`src/source/xlat_pkg.sv`:
```
// address translation definitions
package xlat_pkg;

	localparam int ADDR_W = 64;
	localparam int OFFSET_W = 12;
	localparam int PAGE_W = ADDR_W - OFFSET_W;
	localparam int ID_W = 16;
	localparam int LEN_W = 8;
	localparam int SIZE_W = 3;
	localparam int RESP_W = 2;
	localparam int DATA_W = 512;
	localparam int PTE_W = 64;
	localparam int PTES_PER_LINE = DATA_W / PTE_W;

	localparam logic [RESP_W-1:0] RESP_OKAY = 2'd0;
	localparam logic [RESP_W-1:0] RESP_SLVERR = 2'd2;

	// page table entry layout
	localparam int PTE_PRESENT_BIT = 0;
	localparam int PTE_RPN_LO = 2;
	localparam int PTE_RPN_HI = 25;
	localparam int PTE_TAG_LO = 26;
	localparam int PTE_TAG_HI = 61;
	localparam int PTE_APP_LO = 62;
	localparam int PTE_APP_HI = 63;

	// low page bits that pick the entry line
	localparam int LINE_INDEX_W = 23;

	typedef struct packed {
		logic [ID_W-1:0]     id;
		logic [LEN_W-1:0]    len;
		logic [SIZE_W-1:0]   size;
		logic [OFFSET_W-1:0] offset;
	} ar_meta_t;

	typedef struct packed {
		logic [PAGE_W-1:0] page;
		logic              ok;
	} xlat_t;

	typedef struct packed {
		logic [ID_W-1:0] id;
		logic            fwd;
	} ret_meta_t;

	typedef struct packed {
		logic [DATA_W-1:0] data;
		logic [RESP_W-1:0] resp;
		logic              last;
	} rbeat_t;

endpackage

```
`src/source/phys_read_arb.sv`:
```
// physical read port arbiter
`timescale 1ns/1ps

module phys_read_arb (
	input  logic                        clk,
	input  logic                        rst,

	// walker side
	input  logic [xlat_pkg::ADDR_W-1:0] w_ar_addr,
	input  logic                        w_ar_valid,
	output logic                        w_ar_ready,
	output logic [xlat_pkg::DATA_W-1:0] w_r_data,
	output logic                        w_r_valid,
	input  logic                        w_r_ready,

	// read path side
	input  logic [xlat_pkg::ADDR_W-1:0] p_ar_addr,
	input  logic [xlat_pkg::LEN_W-1:0]  p_ar_len,
	input  logic [xlat_pkg::SIZE_W-1:0] p_ar_size,
	input  logic                        p_ar_valid,
	output logic                        p_ar_ready,
	output logic [xlat_pkg::DATA_W-1:0] p_r_data,
	output logic [xlat_pkg::RESP_W-1:0] p_r_resp,
	output logic                        p_r_last,
	output logic                        p_r_valid,
	input  logic                        p_r_ready,

	// physical memory side
	output logic [xlat_pkg::ID_W-1:0]   m_ar_id,
	output logic [xlat_pkg::ADDR_W-1:0] m_ar_addr,
	output logic [xlat_pkg::LEN_W-1:0]  m_ar_len,
	output logic [xlat_pkg::SIZE_W-1:0] m_ar_size,
	output logic                        m_ar_valid,
	input  logic                        m_ar_ready,
	input  logic [xlat_pkg::ID_W-1:0]   m_r_id,
	input  logic [xlat_pkg::DATA_W-1:0] m_r_data,
	input  logic [xlat_pkg::RESP_W-1:0] m_r_resp,
	input  logic                        m_r_last,
	input  logic                        m_r_valid,
	output logic                        m_r_ready
);
	// walker fetches exactly one full line
	localparam logic [xlat_pkg::SIZE_W-1:0] LINE_SIZE = 3'b110;

	logic req_tag, ret_tag;

	// walker wins, tag 0 for walker and 1 for read path
	assign req_tag = !w_ar_valid;
	assign m_ar_id = {{(xlat_pkg::ID_W-1){1'b0}}, req_tag};
	assign m_ar_addr = req_tag ? p_ar_addr : w_ar_addr;
	assign m_ar_len = req_tag ? p_ar_len : '0;
	assign m_ar_size = req_tag ? p_ar_size : LINE_SIZE;
	assign m_ar_valid = w_ar_valid || p_ar_valid;
	assign w_ar_ready = !req_tag && m_ar_ready;
	assign p_ar_ready = req_tag && m_ar_ready;

	// route beats back by the tag bit
	assign ret_tag = m_r_id[0];
	assign w_r_data = m_r_data;
	assign w_r_valid = m_r_valid && !ret_tag;
	assign p_r_data = m_r_data;
	assign p_r_resp = m_r_resp;
	assign p_r_last = m_r_last;
	assign p_r_valid = m_r_valid && ret_tag;
	assign m_r_ready = ret_tag ? p_r_ready : w_r_ready;

	a_one_grant: assert property (@(posedge clk) disable iff (rst)
		!(w_ar_ready && p_ar_ready));

endmodule

```
`config.mk`:
```
export PLATFORM = sky130hd
export DESIGN_NAME = phys_read_arb
export DESIGN_NICKNAME = d
export VERILOG_FILES = /design/src/source/xlat_pkg.sv /design/src/source/phys_read_arb.sv
export SDC_FILE = /design/constraint.sdc
export NUM_CORES = 1
export LEC_CHECK = 0
export CORE_AREA = 5 5 700 702
export DETAILED_ROUTE_END_ITERATION = 8
export DIE_AREA = 0 0 705 707
export DONT_BUFFER_PORTS = 1
export GPL_TIMING_DRIVEN = 0
export SYNTH_ARGS = -nofsm -noshare
export SYNTH_HDL_FRONTEND = slang
export SYNTH_SLANG_ARGS = --single-unit
```
`constraint.sdc`:
```
create_clock -name vclk -period 2
set_clock_uncertainty 0.15 [all_clocks]
set_input_delay 0.2 -clock vclk [all_inputs]
set_output_delay 0.2 -clock vclk [all_outputs]
set_load 0.1 [all_outputs]
```
# Word-level counts from Yosys, hierarchy flattened
# Cells that the tools add are included.
# classes
n_mux	4
reduce_logical	7
# ops
op	n
two-way mux 64 bit	1
two-way mux 8 bit	1
logical AND 1 bit	4
two-way mux 3 bit	1
zero test 1 bit	2
logical OR 1 bit	1
two-way mux 1 bit	1
# word_totals
ff_bits	0
input_bits	678
output_inout_bits	1124
word_cells	11

# Depth between registers and ports, before layout
# logic_depth
ltp_word	2
ltp_mapped	5
ltp_nobuf	1

# Worst setup path before layout
# OpenSTA, ideal clock, no wires.
# synth_timing
path_kind	input-to-output
start	in w_ar_valid
end	out m_ar_len[2] (netlist bit)
t_arrival_ns	1.910
required_ns	1.650
setup_slack_ns	-0.260
path_stages	4
path_buffers	3
cell_sequence	buf_6 -> buf_8 -> buf_6 -> nor2b_1
# synth_via
elab_chain_len	1
# synth_lines
element	line	rtl
start: declaration	phys_read_arb.sv:10	input logic w_ar_valid,
two-way mux 8 bit	phys_read_arb.sv:51	assign m_ar_len = req_tag ? p_ar_len : '0;
end: declaration	phys_read_arb.sv:31	output logic [xlat_pkg::LEN_W-1:0] m_ar_len,
# No other way between the ends.

# Worst setup path in the final report
# layout_timing
start	in w_ar_valid
end	out m_ar_addr[60] (netlist bit)
# layout_via
elab_chain_len	1
# layout_lines
element	line	rtl
two-way mux 64 bit	phys_read_arb.sv:50	assign m_ar_addr = req_tag ? p_ar_addr : w_ar_addr;
end: declaration	phys_read_arb.sv:30	output logic [xlat_pkg::ADDR_W-1:0] m_ar_addr,
# No other way between the ends.

==> impl_results.md <==
* Status: complete, no violations
* GP Congestion at about 1.0
* Worst-Margin Slew at approximately 1.3 ns
* RSZ-0062 raised after global routing: no
* Area share of the largest cell type after synthesis at 0.891
* Cell Area, Synth at 8780 um^2
* Max-cap viol count at 0
* Pin count of the biggest net entering global routing at 11
* Sequential element share of the synthesized area at 0
* Area grow syn2layout at 95.5%
* Final Hold Viols at 0
* CP Data Arrival Time at around 1.5 ns
* Final setup fails at 0
* Met2 WL post-DR at 186000 um
* Count of flip-flops and latches at 0
* Max transition margin at 0.115
* Gr usage total at 0.157
* Total grt overflow at 0
* LEAKAGE at roughly 5.5 nW
* CP Max Fanout at 10
* Met3 WL at 83800 um
* Residual DRC at 0
* Synth top area cells: buf_4 89%, mux2_2 8.3%, nor2b_1 0.78%
* Die H at 707 um
* Initial DRC count at about 530
* Tmin final at 1.84 ns
* Row cnt at 256
* Crit Path Category: in2out
* Final core occ at 0.0355
* Core area at 484000 um^2
* Number of clock-tree buffers in the layout at 0
* Slew Limit Fails at 0
* Highest metal used: met5
* First-pass GRT wire length at 430000 um
* Hold path startpoint: m_r_id[0]
* Initial antenna violation count at ~250
* CP Capture Type: output pin
* PwrDens at just over 800 nW/um^2
* Initial DRT Pass Iterations at 4
* Worst vdd ir at 0.263 mV
* Post-DRT Antenna Nets at 0
* Die area at 498000 um^2
* Ys Warns at 0
* Hold depth at 1
* Vias post-DR at approximately 8900
* Non-filler instance count after layout at 7675
* HPWL after DPL at 404000 um
* Post-synthesis cell count at 1135
* Final WL at 408000 um
* IO buf count at 0
* Routed length on met1 at 126000 um
* Initial Util at 0.0182
* Num ports at 1802
* Avg Vias per Cell at 1.16
* Hold Path Sink: w_r_valid
* Sequential Area at 0 um^2
* Number of global-route vias before repair at slightly above 8000
* DP Cell Count at between 7000 and 8000
* HP Class: in2out
* Synth unique cells at 10
* F_max at 544 MHz
* Share of cells above drive strength 1 at 0.985
* Average cell area after synthesis at 7.74 um^2
* Area leader, netlist: buf_4
* Die Wd at 705 um
* WP data required at around 1.7 ns
* Final nets at about 1800
* Period utilisation layout at 0.918
* Worst setup SP type: input port
* WL per Instance at 53.2 um
-- logic make-up after synthesis --
kind of cell,after synthesis,share of synthesized area
buffers and inverters,1053,0.905
multiplexers,65,0.0833
AND/OR/NAND/NOR,16,0.0114
other,1,0.000427
-- synthesized netlist by cell type --
cell      instances
buf_4          1043
mux2_2           65
nor2b_1          11
buf_6             4
clkbuf_8          4
or2_1             3
and2_1            2
buf_8             1
conb_1            1
inv_1             1
-- layout by cell type (no fill, tap or decap), drive strengths merged --
cell    count
or2         3
inv         1
nor2b      11
mux2       65
conb       15
buf      1048
clkbuf      4
diode      76
and2        2
-- worst max path at each step --
stage | startpoint | to | slack, ns | cells after the start
floorplan | w_ar_valid | m_ar_len[2] | -0.26 | 4
global placement | w_ar_valid | m_ar_len[6] | -0.95 | 4
detailed placement | w_ar_valid | w_ar_ready | -0.39 | 4
CTS | w_ar_valid | m_ar_len[5] | -0.21 | 4
global route | w_ar_valid | m_ar_valid | 0.08 | 4
finish | w_ar_valid | m_ar_addr[60] | 0.16 | 3
-- routing by layer --
metal | global-route usage | vias to the layer above
met5 | 0 | -
met4 | 0.0276 | 190
met3 | 0.151 | 544
met2 | 0.257 | 1413
met1 | 0.141 | 4202
li1 | - | 2537
-- final cells by class --
type	instances	area [um^2]
multi-input cells	96	968
inverters	1	3.75
fillers	57831	466000
plain buffers	1052	7950
diodes	76	190
well taps	6450	8070
-- metrics by stage --
step	hold slack [ns]	TNS, ns	area (um^2)	total power [mW]	setup WS, ns
after floorplan	0.462	-1.30	8850	10.9	-0.260
after global placement	0.464	-5.89	16900	14.5	-0.945
after detailed placement	0.428	-2.12	16900	14.4	-0.391
after CTS	0.428	-0.771	17000	14.4	-0.205
after global routing	0.431	0	17000	14.4	0.0813
final	0.428	0	17200	14.1	0.163
-- repair_timing --
item | 4_1_cts | 5_1_grt
hold buffers | 0 | 0
setup endpoints to repair | 12 | 4
setup buffers | 0 | 0
gates resized for setup | 8 | 5
-- worst max-delay path, cell delays in order --
cell and delay (ns):
buf_6 0.18, buf_6 0.25, mux2_2 0.77
-- power by group --
group          total [mW]  internal (mW)  leakage (nW)  switching, mW
clock network  0.00000543     0.00000543      0.000482              0
logic                14.1           1.52          5.48           12.5
registers               0              0             0              0
total                14.1           1.52          5.48           12.5
Note: power is estimated with default switching activity, not from simulation.
